--- config.mk ---
export PLATFORM = sky130hd
export DESIGN_NAME = core_monitor_top
export DESIGN_NICKNAME = d
export VERILOG_FILES = /design/src/design/monitor_pkg.sv /design/src/design/core_monitor_top.sv /design/src/design/monitor_apb_regs.sv /design/src/design/obi_outstanding_tracker.sv /design/src/design/step_retire_counter.sv /design/src/design/trap_epc_checker.sv
export SDC_FILE = /design/constraint.sdc
export NUM_CORES = 1
export LEC_CHECK = 0
export ABC_AREA = 1
export BUFFER_PORTS_ARGS = -buffer_cell sky130_fd_sc_hd__buf_4
export CAP_MARGIN = 10
export CORE_UTILIZATION = 60
export CTS_CLUSTER_DIAMETER = 40
export DETAILED_ROUTE_END_ITERATION = 6
export GPL_ROUTABILITY_DRIVEN = 0
export PLACE_DENSITY = 0.83
export SYNTH_ARGS = -nofsm -noshare
export SYNTH_HDL_FRONTEND = slang
export SYNTH_SLANG_ARGS = --single-unit
--- constraint.sdc ---
create_clock -name clk -period 4.4 [get_ports clk]
set_input_delay 0.66 -clock clk [delete_from_list [all_inputs] [get_ports clk]]
set_output_delay 0.66 -clock clk [all_outputs]
set_load 0.01 [all_outputs]
--- src/design/monitor_pkg.sv ---
// Shared widths, exception cause codes, register map and struct types of the core monitor
package monitor_pkg;

  ////////////////////
  // Widths and basic types
  ////////////////////

  localparam int unsigned XLEN = 32;

  typedef logic [XLEN-1:0] pc_t;
  typedef logic [XLEN-1:0] word_t;
  typedef logic [5:0]      exc_code_t;
  typedef logic [1:0]      out_cnt_t;
  typedef logic [7:0]      step_cnt_t;
  typedef logic [7:0]      apb_addr_t;

  // Synchronous exception cause codes as written to mcause
  localparam exc_code_t EXC_INSTR_BUS_FAULT = 6'd1;
  localparam exc_code_t EXC_ILLEGAL         = 6'd2;
  localparam exc_code_t EXC_BREAKPOINT      = 6'd3;
  localparam exc_code_t EXC_ECALL_M         = 6'd11;

  // Exception classes tracked by the trap PC check, the value is also the flag index
  typedef enum logic [1:0] {
    CLASS_ILLEGAL   = 2'd0,
    CLASS_ECALL     = 2'd1,
    CLASS_EBREAK    = 2'd2,
    CLASS_BUS_FAULT = 2'd3
  } exc_class_e;

  localparam int unsigned N_EXC_CLASSES = 4;

  // Data bus atomic operation field, the top bit marks an atomic transfer
  localparam int unsigned ATOP_W         = 6;
  localparam int unsigned ATOP_VALID_BIT = 5;

  ////////////////////
  // Register map
  ////////////////////

  localparam apb_addr_t REG_STATUS       = 8'h00;
  localparam apb_addr_t REG_OUTSTANDING  = 8'h04;
  localparam apb_addr_t REG_STEP_RETIRED = 8'h08;
  localparam apb_addr_t REG_CAPTURED     = 8'h0C;

  // Bit positions inside the sticky status register
  localparam int unsigned STATUS_MISMATCH_LSB  = 0;
  localparam int unsigned STATUS_ATOMIC_ORDER  = 4;
  localparam int unsigned STATUS_RSP_UNDERFLOW = 5;
  localparam int unsigned STATUS_STEP_MULTI    = 6;
  localparam int unsigned STATUS_W             = 7;

  ////////////////////
  // Observed and bus structs
  ////////////////////

  // Instruction leaving writeback, with the exception reasons it carries
  typedef struct packed {
    logic valid;
    pc_t  pc;
    logic illegal;
    logic ecall;
    logic ebreak;
    logic bus_err;
  } wb_event_t;

  // Cause and mepc being saved by the controller on trap entry
  typedef struct packed {
    logic      save;
    logic      irq;
    exc_code_t code;
    pc_t       mepc;
  } csr_save_t;

  typedef struct packed {
    logic              req;
    logic              gnt;
    logic              rvalid;
    logic [ATOP_W-1:0] atop;
  } obi_data_t;

  typedef struct packed {
    logic      psel;
    logic      penable;
    logic      pwrite;
    apb_addr_t paddr;
    word_t     pwdata;
  } apb_req_t;

  typedef struct packed {
    word_t prdata;
    logic  pready;
    logic  pslverr;
  } apb_rsp_t;

  // One cycle violation pulses from the checkers to the register block
  typedef struct packed {
    logic                     step_multi;
    logic                     rsp_underflow;
    logic                     atomic_order;
    logic [N_EXC_CLASSES-1:0] mismatch;
  } event_flags_t;

endpackage

--- src/design/core_monitor_top.sv ---
// Core monitor top level joining the trap, data bus and single step checkers to the APB registers
module core_monitor_top import monitor_pkg::*; (
  input  logic      clk,
  input  logic      rst_ni,
  input  wb_event_t wb_i,
  input  csr_save_t csr_save_i,
  input  obi_data_t obi_i,
  input  logic      step_i,
  input  logic      debug_mode_i,
  input  logic      retire_i,
  input  apb_req_t  apb_i,
  output apb_rsp_t  apb_o
);

  logic [N_EXC_CLASSES-1:0] trap_mismatch;
  logic [N_EXC_CLASSES-1:0] trap_captured;
  out_cnt_t                 obi_count;
  logic                     atomic_order;
  logic                     rsp_underflow;
  step_cnt_t                step_count;
  logic                     step_multi;
  event_flags_t             flags;

  trap_epc_checker u_trap_epc_checker (
    .clk        (clk),
    .rst_ni     (rst_ni),
    .wb_i       (wb_i),
    .csr_save_i (csr_save_i),
    .mismatch_o (trap_mismatch),
    .captured_o (trap_captured)
  );

  obi_outstanding_tracker u_obi_outstanding_tracker (
    .clk             (clk),
    .rst_ni          (rst_ni),
    .obi_i           (obi_i),
    .count_o         (obi_count),
    .atomic_order_o  (atomic_order),
    .rsp_underflow_o (rsp_underflow)
  );

  step_retire_counter u_step_retire_counter (
    .clk          (clk),
    .rst_ni       (rst_ni),
    .step_i       (step_i),
    .debug_mode_i (debug_mode_i),
    .retire_i     (retire_i),
    .count_o      (step_count),
    .multi_o      (step_multi)
  );

  // Collect all violation pulses for the status register
  assign flags.mismatch      = trap_mismatch;
  assign flags.atomic_order  = atomic_order;
  assign flags.rsp_underflow = rsp_underflow;
  assign flags.step_multi    = step_multi;

  monitor_apb_regs u_monitor_apb_regs (
    .clk        (clk),
    .rst_ni     (rst_ni),
    .apb_i      (apb_i),
    .apb_o      (apb_o),
    .flags_i    (flags),
    .out_cnt_i  (obi_count),
    .step_cnt_i (step_count),
    .captured_i (trap_captured)
  );

endmodule

--- src/design/monitor_apb_regs.sv ---
// APB register block with sticky write one to clear status flags and read only counters
module monitor_apb_regs import monitor_pkg::*; (
  input  logic                     clk,
  input  logic                     rst_ni,
  input  apb_req_t                 apb_i,
  output apb_rsp_t                 apb_o,
  input  event_flags_t             flags_i,
  input  out_cnt_t                 out_cnt_i,
  input  step_cnt_t                step_cnt_i,
  input  logic [N_EXC_CLASSES-1:0] captured_i
);

  logic                access;
  logic                wr_status;
  logic [STATUS_W-1:0] set_vec;
  logic [STATUS_W-1:0] clr_vec;
  logic [STATUS_W-1:0] status_q;
  word_t               rd_data;

  ////////////////////
  // Access decode
  ////////////////////

  // No wait states, so the access phase is always the last cycle of a transfer
  assign access    = apb_i.psel && apb_i.penable;
  assign wr_status = access && apb_i.pwrite && (apb_i.paddr == REG_STATUS);

  // Place each checker pulse at its status bit
  always_comb begin
    set_vec = '0;
    set_vec[STATUS_MISMATCH_LSB +: N_EXC_CLASSES] = flags_i.mismatch;
    set_vec[STATUS_ATOMIC_ORDER]  = flags_i.atomic_order;
    set_vec[STATUS_RSP_UNDERFLOW] = flags_i.rsp_underflow;
    set_vec[STATUS_STEP_MULTI]    = flags_i.step_multi;
  end

  assign clr_vec = wr_status ? apb_i.pwdata[STATUS_W-1:0] : '0;

  ////////////////////
  // Sticky status
  ////////////////////

  // Set has priority, so a violation in the clearing cycle is never lost
  always_ff @(posedge clk or negedge rst_ni) begin
    if (!rst_ni) begin
      status_q <= '0;
    end else begin
      status_q <= (status_q & ~clr_vec) | set_vec;
    end
  end

  ////////////////////
  // Read path
  ////////////////////

  always_comb begin
    case (apb_i.paddr)
      REG_STATUS:       rd_data = word_t'(status_q);
      REG_OUTSTANDING:  rd_data = word_t'(out_cnt_i);
      REG_STEP_RETIRED: rd_data = word_t'(step_cnt_i);
      REG_CAPTURED:     rd_data = word_t'(captured_i);
      default:          rd_data = '0;
    endcase
  end

  // Read data is driven only in the access phase of a read
  assign apb_o.prdata  = (access && !apb_i.pwrite) ? rd_data : '0;
  assign apb_o.pready  = 1'b1;
  assign apb_o.pslverr = 1'b0;

  // The access phase must follow a setup phase of the same transfer
  a_apb_setup_before_access : assert property (
    @(posedge clk) disable iff (!rst_ni)
    $rose(apb_i.penable) |-> (apb_i.psel && $past(apb_i.psel))
  );

endmodule

--- src/design/obi_outstanding_tracker.sv ---
// Data bus outstanding transaction counter with atomic ordering and stray response checks
module obi_outstanding_tracker import monitor_pkg::*; (
  input  logic      clk,
  input  logic      rst_ni,
  input  obi_data_t obi_i,
  output out_cnt_t  count_o,
  output logic      atomic_order_o,
  output logic      rsp_underflow_o
);

  logic     count_up;
  logic     count_down;
  logic     underflow;
  logic     atomic_early;
  out_cnt_t count_q;
  out_cnt_t count_d;
  logic     atomic_order_q;
  logic     rsp_underflow_q;

  // Address phase accepted, or response phase seen
  assign count_up   = obi_i.req && obi_i.gnt;
  assign count_down = obi_i.rvalid;

  // Response with nothing in flight and nothing granted alongside it
  assign underflow = count_down && !count_up && (count_q == '0);

  // Atomics must wait until every earlier transfer has completed
  assign atomic_early = obi_i.req && obi_i.atop[ATOP_VALID_BIT] && (count_q != '0);

  always_comb begin
    count_d = count_q;
    if (count_up && !count_down) begin
      count_d = count_q + 2'd1;
    end else if (count_down && !count_up && !underflow) begin
      count_d = count_q - 2'd1;
    end
  end

  always_ff @(posedge clk or negedge rst_ni) begin
    if (!rst_ni) begin
      count_q         <= '0;
      atomic_order_q  <= 1'b0;
      rsp_underflow_q <= 1'b0;
    end else begin
      count_q         <= count_d;
      atomic_order_q  <= atomic_early;
      rsp_underflow_q <= underflow;
    end
  end

  assign count_o         = count_q;
  assign atomic_order_o  = atomic_order_q;
  assign rsp_underflow_o = rsp_underflow_q;

  // The core never has more than three transfers in flight, the counter would wrap
  a_no_count_wrap : assert property (
    @(posedge clk) disable iff (!rst_ni)
    (count_up && !count_down) |-> (count_q != 2'd3)
  );

endmodule

--- src/design/step_retire_counter.sv ---
// Single step retirement counter flagging more than one retired instruction per step
module step_retire_counter import monitor_pkg::*; (
  input  logic      clk,
  input  logic      rst_ni,
  input  logic      step_i,
  input  logic      debug_mode_i,
  input  logic      retire_i,
  output step_cnt_t count_o,
  output logic      multi_o
);

  step_cnt_t count_q;
  logic      multi_q;
  logic      step_retire;

  // Only retirements outside debug mode belong to the step
  assign step_retire = retire_i && step_i && !debug_mode_i;

  always_ff @(posedge clk or negedge rst_ni) begin
    if (!rst_ni) begin
      count_q <= '0;
      multi_q <= 1'b0;
    end else begin
      multi_q <= 1'b0;
      if (debug_mode_i) begin
        // Back in debug mode, the next step starts from zero
        count_q <= '0;
      end else begin
        if (step_retire && (count_q != '1)) begin
          count_q <= count_q + 8'd1;
        end
        // Any further retirement after the stepped one is a violation
        if (retire_i && (count_q != '0)) begin
          multi_q <= 1'b1;
        end
      end
    end
  end

  assign count_o = count_q;
  assign multi_o = multi_q;

endmodule

--- src/design/trap_epc_checker.sv ---
// Trap PC checker comparing the first faulting PC with the first saved mepc per exception class
module trap_epc_checker import monitor_pkg::*; (
  input  logic                     clk,
  input  logic                     rst_ni,
  input  wb_event_t                wb_i,
  input  csr_save_t                csr_save_i,
  output logic [N_EXC_CLASSES-1:0] mismatch_o,
  output logic [N_EXC_CLASSES-1:0] captured_o
);

  // Class hit from writeback and from the trap save, at most one bit each
  logic [N_EXC_CLASSES-1:0] wb_hit;
  logic [N_EXC_CLASSES-1:0] save_hit;

  // First faulting PC per class
  logic [N_EXC_CLASSES-1:0] exp_found_q;
  pc_t                      exp_pc_q [N_EXC_CLASSES];

  // First saved mepc per class
  logic [N_EXC_CLASSES-1:0] act_found_q;
  pc_t                      act_pc_q [N_EXC_CLASSES];

  logic [N_EXC_CLASSES-1:0] both_found;
  logic [N_EXC_CLASSES-1:0] done_q;
  logic [N_EXC_CLASSES-1:0] pc_diff;
  logic [N_EXC_CLASSES-1:0] mismatch_q;

  ////////////////////
  // Class decode
  ////////////////////

  // Several reasons may be flagged on the same instruction
  // Only the one the core would trap on is considered
  always_comb begin
    wb_hit = '0;
    if (wb_i.valid) begin
      if (wb_i.bus_err) begin
        wb_hit[CLASS_BUS_FAULT] = 1'b1;
      end else if (wb_i.illegal) begin
        wb_hit[CLASS_ILLEGAL] = 1'b1;
      end else if (wb_i.ecall) begin
        wb_hit[CLASS_ECALL] = 1'b1;
      end else if (wb_i.ebreak) begin
        wb_hit[CLASS_EBREAK] = 1'b1;
      end
    end
  end

  // Interrupt entries also save mepc but are ignored here
  always_comb begin
    save_hit = '0;
    if (csr_save_i.save && !csr_save_i.irq) begin
      case (csr_save_i.code)
        EXC_ILLEGAL:         save_hit[CLASS_ILLEGAL]   = 1'b1;
        EXC_ECALL_M:         save_hit[CLASS_ECALL]     = 1'b1;
        EXC_BREAKPOINT:      save_hit[CLASS_EBREAK]    = 1'b1;
        EXC_INSTR_BUS_FAULT: save_hit[CLASS_BUS_FAULT] = 1'b1;
        default:             save_hit                  = '0;
      endcase
    end
  end

  ////////////////////
  // Capture and compare
  ////////////////////

  // Only the first occurrence of each class is kept
  always_ff @(posedge clk or negedge rst_ni) begin
    if (!rst_ni) begin
      for (int c = 0; c < N_EXC_CLASSES; c++) begin
        exp_pc_q[c] <= '0;
        act_pc_q[c] <= '0;
      end
    end else begin
      for (int c = 0; c < N_EXC_CLASSES; c++) begin
        if (wb_hit[c] && !exp_found_q[c]) begin
          exp_pc_q[c] <= wb_i.pc;
        end
        if (save_hit[c] && !act_found_q[c]) begin
          act_pc_q[c] <= csr_save_i.mepc;
        end
      end
    end
  end

  always_comb begin
    for (int c = 0; c < N_EXC_CLASSES; c++) begin
      pc_diff[c] = (exp_pc_q[c] != act_pc_q[c]);
    end
  end

  assign both_found = exp_found_q & act_found_q;

  // The compare runs in the cycle after the second half lands, then done_q blocks it
  always_ff @(posedge clk or negedge rst_ni) begin
    if (!rst_ni) begin
      exp_found_q <= '0;
      act_found_q <= '0;
      done_q      <= '0;
      mismatch_q  <= '0;
    end else begin
      exp_found_q <= exp_found_q | wb_hit;
      act_found_q <= act_found_q | save_hit;
      done_q      <= done_q | both_found;
      mismatch_q  <= both_found & ~done_q & pc_diff;
    end
  end

  assign mismatch_o = mismatch_q;
  assign captured_o = both_found;

  // A mismatch needs a captured class whose stored PCs still differ
  // Later events of that class must not overwrite the first PCs
  a_mismatch_needs_capture : assert property (
    @(posedge clk) disable iff (!rst_ni)
    (mismatch_o & ~(captured_o & pc_diff)) == '0
  );

endmodule

# ---- Yosys cells after proc, flatten, opt, wreduce, memory -nomap -nowiden
# Index checks and enable logic that the tools add are counted.
# W data, S select, Z words.
dict set report totals {
  output_inout_bits 34
  word_cells 109
  input_bits 134
  ff_bits 292
}
dict set report classes {
  n_addsub 3
  n_bitwise 10
  eq_ne 12
  n_mux 22
  reduce_logical 44
}
# cell count
set op_table {}
lappend op_table {{$ne A32 B32 Y1} 4}
lappend op_table {{$pmux W8 S4} 1}
lappend op_table {{$logic_and A1 B1 Y1} 24}
lappend op_table {{$mux W8} 3}
lappend op_table {{$eq A8 B4 Y1 const B} 2}
lappend op_table {{$logic_not A1 Y1} 14}
lappend op_table {{$and A4 B4 Y4} 3}
lappend op_table {{$eq A6 B2 Y1 const B} 2}
lappend op_table {{$or A4 B4 Y4} 3}
lappend op_table {{$mux W1} 11}
lappend op_table {{$add A8 B1 Y8 const B} 1}
lappend op_table {{$eq A8 B3 Y1 const B} 1}
lappend op_table {{$logic_not A8 Y1} 1}
lappend op_table {{$mux W4} 2}
lappend op_table {{$ne A8 B8 Y1 const B} 1}
lappend op_table {{$reduce_bool A8 Y1} 1}
lappend op_table {{$and A7 B7 Y7} 1}
lappend op_table {{$mux W7} 1}
lappend op_table {{$not A7 Y7} 1}
lappend op_table {{$or A7 B7 Y7} 1}
lappend op_table {{$eq A6 B1 Y1 const B} 1}
lappend op_table {{$eq A6 B4 Y1 const B} 1}
lappend op_table {{$mux W2} 3}
lappend op_table {{$reduce_bool A2 Y1} 3}
lappend op_table {{other kinds (5)} 5}

# ---- Depth between registers and ports, before layout
# Gate-level depths: netlist (run 1).
dict set report depth {
  depth_word 8
  ltp_mapped 9
  depth_no_buf 9
}

# ---- Hierarchy
# From an unflattened synthesis (run 1), not the netlist that was laid out.
dict set report hier_totals {
  cells_unflattened 1859
  hier_area_um2 14522.7
}
# module n_inst cells_each area_each_um2 seq_area_each_um2
set modules_own_cells {}
lappend modules_own_cells {trap_epc_checker 1 1641 12968.7 6806.5}
lappend modules_own_cells {monitor_apb_regs 1 118 803.3 175.2}
lappend modules_own_cells {step_retire_counter 1 79 563.0 225.2}
lappend modules_own_cells {obi_outstanding_tracker 1 21 187.7 100.1}

# ---- Least setup slack after synthesis (run 1)
# Ideal clock, no wire load.
dict set report synth_timing {
  kind {input-to-output}
  from {in apb_i[32] (netlist bit)}
  to {out apb_o[6] (netlist bit)}
  stages 8
  t_required_ns 3.740
  arrival_time_ns 1.551
  slack_ns 2.189
  path_buffers 1
  cell_sequence {inv_1 -> nand2_1 -> inv_1 -> nand3_1 -> nor2_2 -> buf_2 -> nand2_1 -> a21oi_1}
}
# element line_no
set synth_lines {}
lappend synth_lines {{from (decl)} core_monitor_top.sv:11} ;# input apb_req_t apb_i,
lappend synth_lines {{to (decl)} core_monitor_top.sv:12} ;# output apb_rsp_t apb_o

==> flow_summary.toml, run 1 <==
[floorplan]
fp.coreArea_um2 = 23400
ioPinCount = 168
rows = 56
die_area_um2 = 24420
die_h_um = 156.3
fp.dieW_um = 156.3
start_util_pct = 61.01

[sta]
slew_viol_final = 0
relSlewSlack_pct = 23.57
rsz0062_at_grt = "false"
period_needed_ns = 2.735
setup-tns-final_ns = 0
final_hold_viol_count = 0
setup_viol = 0
fin_skew_ns = 0.02059
clock.fmax_mhz = 365.6
fin_crit_sh_pct = 62.16
worst_pin_slew_ns = 1.142

[final_layout]
antenna_cells = 0
stdcell_count = 2280
drive_gt1_share_pct = 13.62
final_nets = 2071
syn2layout_area_growth_pct = 14.79
fill_cells = 1865

[logic_synthesis]
ys_seq_elements = 292
synth_edf_count = 0
ys.flop_type = "dfrtp_1"
postSynthCellCount = 1833
synthTopCellsByArea = "dfrtp_1 (51%), nand2_1 (16%), inv_1 (7.7%), o21ai_0 (5.4%), nor2_1 (5.1%)"
synth_common_cells = "nand2_1 (611), dfrtp_1 (292), inv_1 (292), nor2_1 (193), o21ai_0 (155)"
synth_top_area_share_pct = 51.18
seq_area_frac_synth_pct = 51.18
synth_area_um2 = 14280
ys_async_sr_fraction_pct = 100.0
synth.distinct_cells = 36
avgSynthCellArea_um2 = 7.789
synth_warnings = 0
synth.most_common_cell = "nand2_1"
yosysTopAreaCell = "dfrtp_1"

[detailed_routing]
initialDrtViolationCount = 829
post-route-drc-count = 0
vias_per_cell = 5.020
drtPass1Iterations = 5
routed_wl_mm = 30.34
wl_per_cell_um = 13.31
vias = 11445
detail-route-antenna-nets = 0

[global_routing]
grt_max_degree = 113
grt_usage_pct = 25.99
grt_pass1_vias = 10791
grt_overflow = 0
antenna_found_initial = 0
grt_pass1_wl_mm = 50.64

[power_and_ir_drop]
ir_drop_mv = 0.2693
power.density_nw_per_um2 = 406.4
p_leak_nw = 8.562

[clock_tree]
htreeDepth = 2
cts_sinks = 292
path_clk_slew_ns = 0.05
cts_buffers = 38
post_cts_resized = 0
cts_hold_buf = 0
post_cts_buffers = 0
clkLatencyLatePin_ns = 0.52
cts.path.max_buffers = 3
root_buffer = "clkbuf_16"
cts_tree = "built"

[place]
post-dp-hpwl_mm = 19.76
port_buffers = 111
dp_cells = 2214

[worst_setup_path]
path_max_fanout = 13
critPathKind = "input port to primary output"
cp-end-kind = "primary output"
start_kind = "input port"
required_ns = 3.74
critPathArrivalTime_ns = 2.08

[flow_run]
maxCapViolations = 0

[worst_hold_path]
hold_path_class = "input port to asynchronous set/reset pin"

[status]
status = "completed"
==> state kept, by name, summed over array words and instances (netlist names) <==
register and count:
u_step_retire_counter.count_o 8, u_obi_outstanding_tracker.count_o 2, u_trap_epc_checker.act_found_q 4, u_step_retire_counter.multi_o 1, u_trap_epc_checker.exp_pc_q 128, u_trap_epc_checker.done_q 4
u_obi_outstanding_tracker.rsp_underflow_o 1, u_monitor_apb_regs.status_q 7, u_obi_outstanding_tracker.atomic_order_o 1, u_trap_epc_checker.act_pc_q 128, u_trap_epc_checker.mismatch_o 4, u_trap_epc_checker.exp_found_q 4
==> kinds of logic (layout without fill, tap and decap cells) <==
group | count (synthesis) | count (layout) | share of synthesized area (%)
and+or+nand+nor | 866 | 866 | 24.34
AOI/OAI and AO/OA | 286 | 286 | 12.01
buffers and inverters | 372 | 476 | 11.45
xor gates and xnor gates | 13 | 13 | 0.7975
DFF | 292 | 292 | 51.18
adders and majority gates | 2 | 2 | 0.1752
other | 2 | 26 | 0.05260
==> worst max-delay path: stages <==
cell and delay, ns:
buf_4 0.11, nor2_1 0.09, nand3_1 0.11, inv_1 0.29, nand3_1 0.14, nor2_1 0.24
inv_1 0.14, a21oi_1 0.15, buf_4 0.14
==> final cells by class <==
| cell class | instances | area, µm² | area share (%) |
|---|---|---|---|
| sequential | 292 | 7307 | 44.58 |
| multi-input combinational | 1193 | 5436 | 33.17 |
| inverter | 294 | 1104 | 6.733 |
| clock buffer | 46 | 1022 | 6.237 |
| timing repair buffer | 116 | 903.4 | 5.512 |
| tap | 319 | 399.1 | 2.435 |
| clock inverter | 20 | 217.7 | 1.328 |
==> where the power goes <==
group	internal, W	total (W)	switching, W
clock	0.00185	0.00302	0.00117
combinational	0.000266	0.000674	0.000408
sequential	0.00285	0.00297	0.000124
total	0.00496	0.00666	0.00170
==> metal layers <==
layer  GRT usage (%)  vias up  routed length (µm)
met4           7.656        0                 589
li1                -     5760                   -
met5               0        -                   0
met1           32.59     5355               12750
met2           45.81      276               15300
met3           4.763       54                1703
==> metrics by stage <==
stage	power [W]	instance area [µm²]	utilization [%]	setup slack, ns	hold slack (ns)
final	0.006660	16390	70.03	1.665	0.2250
after global routing	0.006934	16390	70.03	1.519	0.2725
after CTS	0.006711	16390	70.03	1.701	0.2537
after detailed placement	0.003683	15150	64.73	1.701	0.4124
after global placement	0.003650	15150	64.73	1.703	0.4077
after floorplan	0.003421	14370	-	2.189	0.3644
==> path summary, 6_finish.rpt <==
| path | start | slack [ns] | to | cells after the start |
|---|---|---|---|---|
| max | apb_i[39] | 1.66 | apb_o[6] | 9 |
| max in group asynchronous | rst_ni | 3.16 | u_trap_epc_checker.exp_pc_q[90] | 2 |
| min in group clk | wb_i[3] | 0.38 | u_trap_epc_checker.exp_found_q[0] | 3 |
| max reg2reg | u_step_retire_counter.count_o[0] | 2.52 | u_step_retire_counter.count_o[5] | 6 |
| min reg2reg | u_trap_epc_checker.mismatch_o[3] | 0.43 | u_monitor_apb_regs.status_q[3] | 1 |
| min | rst_ni | 0.22 | u_trap_epc_checker.exp_pc_q[108] | 1 |
==> cells in the final DEF, fill, tap and decap left out, types with 3 or more instances in the layout <==
cell type | synthesis | routed
a21oi_1 | 6 | 6
nor4_4 | 3 | 3
nor3_1 | 3 | 3
bufinv_16 | 0 | 3
o21ai_2 | 64 | 64
clkinv_2 | 0 | 4
xor2_1 | 13 | 13
buf_4 | 28 | 113
conb_1 | 2 | 26
nor2_1 | 193 | 193
a21o_1 | 7 | 7
nand2_2 | 3 | 3
o21ai_1 | 49 | 49
nand2_1 | 611 | 611
clkinvlp_4 | 0 | 7
dfrtp_1 | 292 | 292
nand3_1 | 25 | 23
o21ai_0 | 155 | 155
clkbuf_16 | 0 | 39
or2_2 | 4 | 4
nand3_2 | 1 | 3
nand4_1 | 10 | 10
clkbuf_1 | 29 | 5
inv_6 | 0 | 3
inv_1 | 292 | 292
Power figures use the tool's default switching activity.
==> run 2: changes to the inputs <==
--- a/config.mk
+++ b/config.mk
@@ -8,11 +8,11 @@
 export ABC_AREA = 1
 export BUFFER_PORTS_ARGS = -buffer_cell sky130_fd_sc_hd__buf_4
 export CAP_MARGIN = 10
-export CORE_UTILIZATION = 60
+export CORE_UTILIZATION = 53
 export CTS_CLUSTER_DIAMETER = 40
 export DETAILED_ROUTE_END_ITERATION = 6
 export GPL_ROUTABILITY_DRIVEN = 0
-export PLACE_DENSITY = 0.83
+export PLACE_DENSITY = 0.77
 export SYNTH_ARGS = -nofsm -noshare
 export SYNTH_HDL_FRONTEND = slang
 export SYNTH_SLANG_ARGS = --single-unit
==> constraint.sdc (replaced) <==
create_clock -name clk -period 2.2 [get_ports clk]
set_input_delay 0.33 -clock clk [delete_from_list [all_inputs] [get_ports clk]]
set_output_delay 0.33 -clock clk [all_outputs]
set_load 0.01 [all_outputs]
==> flow_summary.toml, run 2 (synthesized netlist as in run 1, its figures left out) <==
[clock_tree]
htreeDepth = 2
root_buffer = "clkbuf_16"
cts_tree = "built"
cts_sinks = 292
clkLatencyLatePin_ns = 0.52
path_clk_slew_ns = 0.06
cts_buffers = 41
cts.path.max_buffers = 3

[global_routing]
grt_pass1_wl_mm = 54.23
grt_overflow = 0
grt_usage_pct = 24.34
grt_pass1_vias = 11147
grt_max_degree = 65
antenna_found_initial = 0

[final_layout]
multi_input_area_um2 = 5436
final_nets = 2092
antenna_cells = 0
syn2layout_area_growth_pct = 17.92
fill_cells = 2200
final_common_cell = "nand2_1"
final_cell_mix = "nand2_1 (611), inv_1 (292), dfrtp_1 (292), nor2_1 (193), o21ai_0 (155)"
ff_latch_area_um2 = 7307
stdcell_count = 2321
drive_gt1_share_pct = 14.65
design_area_um2 = 16840

[sta]
period_needed_ns = 1.913
final_hold_viol_count = 0
fin_crit_sh_pct = 86.97
setup-tns-final_ns = 0
slew_viol_final = 0
worst_pin_slew_ns = 0.7146
fin_skew_ns = 0.01277
setup_viol = 0
fin_ws_ns = 0.2867
relSlewSlack_pct = 52.36
rsz0062_at_grt = "false"
clock.fmax_mhz = 522.7

[place]
dpl_cell_area_um2 = 15380
pre_cts_slack_ns = 0.2804
post-dp-hpwl_mm = 21.02
port_buffers = 111
dp_cells = 2247

[detailed_routing]
initialDrtViolationCount = 916
vias_per_cell = 5.003
vias = 11611
detail-route-antenna-nets = 0
drtPass1Iterations = 7
post-route-drc-count = 11
wl_per_cell_um = 14.00
routed_wl_mm = 32.49

[power_and_ir_drop]
p_leak_nw = 8.786
power.density_nw_per_um2 = 845.1
ir_drop_mv = 0.6314

[floorplan]
fp.coreArea_um2 = 26210
die_h_um = 166.1
start_util_pct = 54.48
ioPinCount = 168
rows = 59
fp.dieW_um = 166.1
die_area_um2 = 27600

[worst_setup_path]
critPathArrivalTime_ns = 1.58
required_ns = 1.87
start_kind = "flop"
critPathKind = "flop to primary output"
path_max_fanout = 3
cp-end-kind = "primary output"

[flow_run]
maxCapViolations = 0

[status]
status = "finished, violations left"
violations = "design-rule violations"

[worst_hold_path]
hold_path_class = "input port to flop"
-- run 2: what timing repair did --
action                                 4_1_cts  5_1_grt
endpoints found under the hold margin       52        0
resized for setup                            0        0
setup buffers                                0        0
hold buffers                                 1        0
-- run 2: final timing paths --
check,startpoint,endpoint,slack (ns),cells past startpoint
min in group asynchronous,rst_ni,u_trap_epc_checker.exp_pc_q[8],0.35,2
max in group asynchronous,rst_ni,u_trap_epc_checker.exp_pc_q[28],1.08,3
min reg2reg,u_trap_epc_checker.mismatch_o[2],u_monitor_apb_regs.status_q[2],0.42,1
max reg2reg,u_step_retire_counter.count_o[0],u_step_retire_counter.count_o[0],0.54,8
max,u_trap_epc_checker.act_found_q[1],apb_o[3],0.29,6
min,wb_i[2],u_trap_epc_checker.exp_found_q[1],0.03,3
-- run 2: layer usage --
layer  vias to the layer above  share of wire (%)  GRT usage (%)
met2                       262                 49          41.63
met3                        70                4.5          3.527
met4                         0                2.5          7.964
li1                       5808                  -              -
met5                         -                  0              0
met1                      5471                 44          31.88
-- run 2: area by class of cell --
| class | count | area share (%) |
|---|---|---|
| clock buffer | 49 | 6.584 |
| multi-input combinational | 1193 | 32.29 |
| inverter | 294 | 6.555 |
| clock inverter | 24 | 1.977 |
| timing repair buffer | 134 | 6.703 |
| tap | 335 | 2.490 |
| sequential | 292 | 43.40 |
-- run 2: worst max-delay path, cell delays in order (launching register included) --
cell      delay (ns)
dfrtp_1         0.37
nand2_1         0.10
nand3b_1        0.17
o21ai_0         0.12
nor2_1          0.07
nor2_1          0.10
buf_4           0.13
-- run 2: power breakdown --
part	switching (W)	total, W	internal [W]
Clock	0.00255	0.00691	0.00436
Sequential	0.000245	0.00594	0.00569
Combinational	0.000835	0.00138	0.000547
-- run 2: metrics by stage --
| stage | power [W] | util, % | hold slack [ns] |
|---|---|---|---|
| final | 0.01423 | 64.24 | 0.03160 |
| after global routing | 0.01484 | 64.24 | 0.03154 |
| after CTS | 0.01433 | 64.24 | 0.01523 |
| after detailed placement | 0.007401 | 58.71 | 0.3104 |
| after global placement | 0.007337 | 58.71 | 0.3062 |
| after floorplan | 0.006843 | - | 0.03441 |
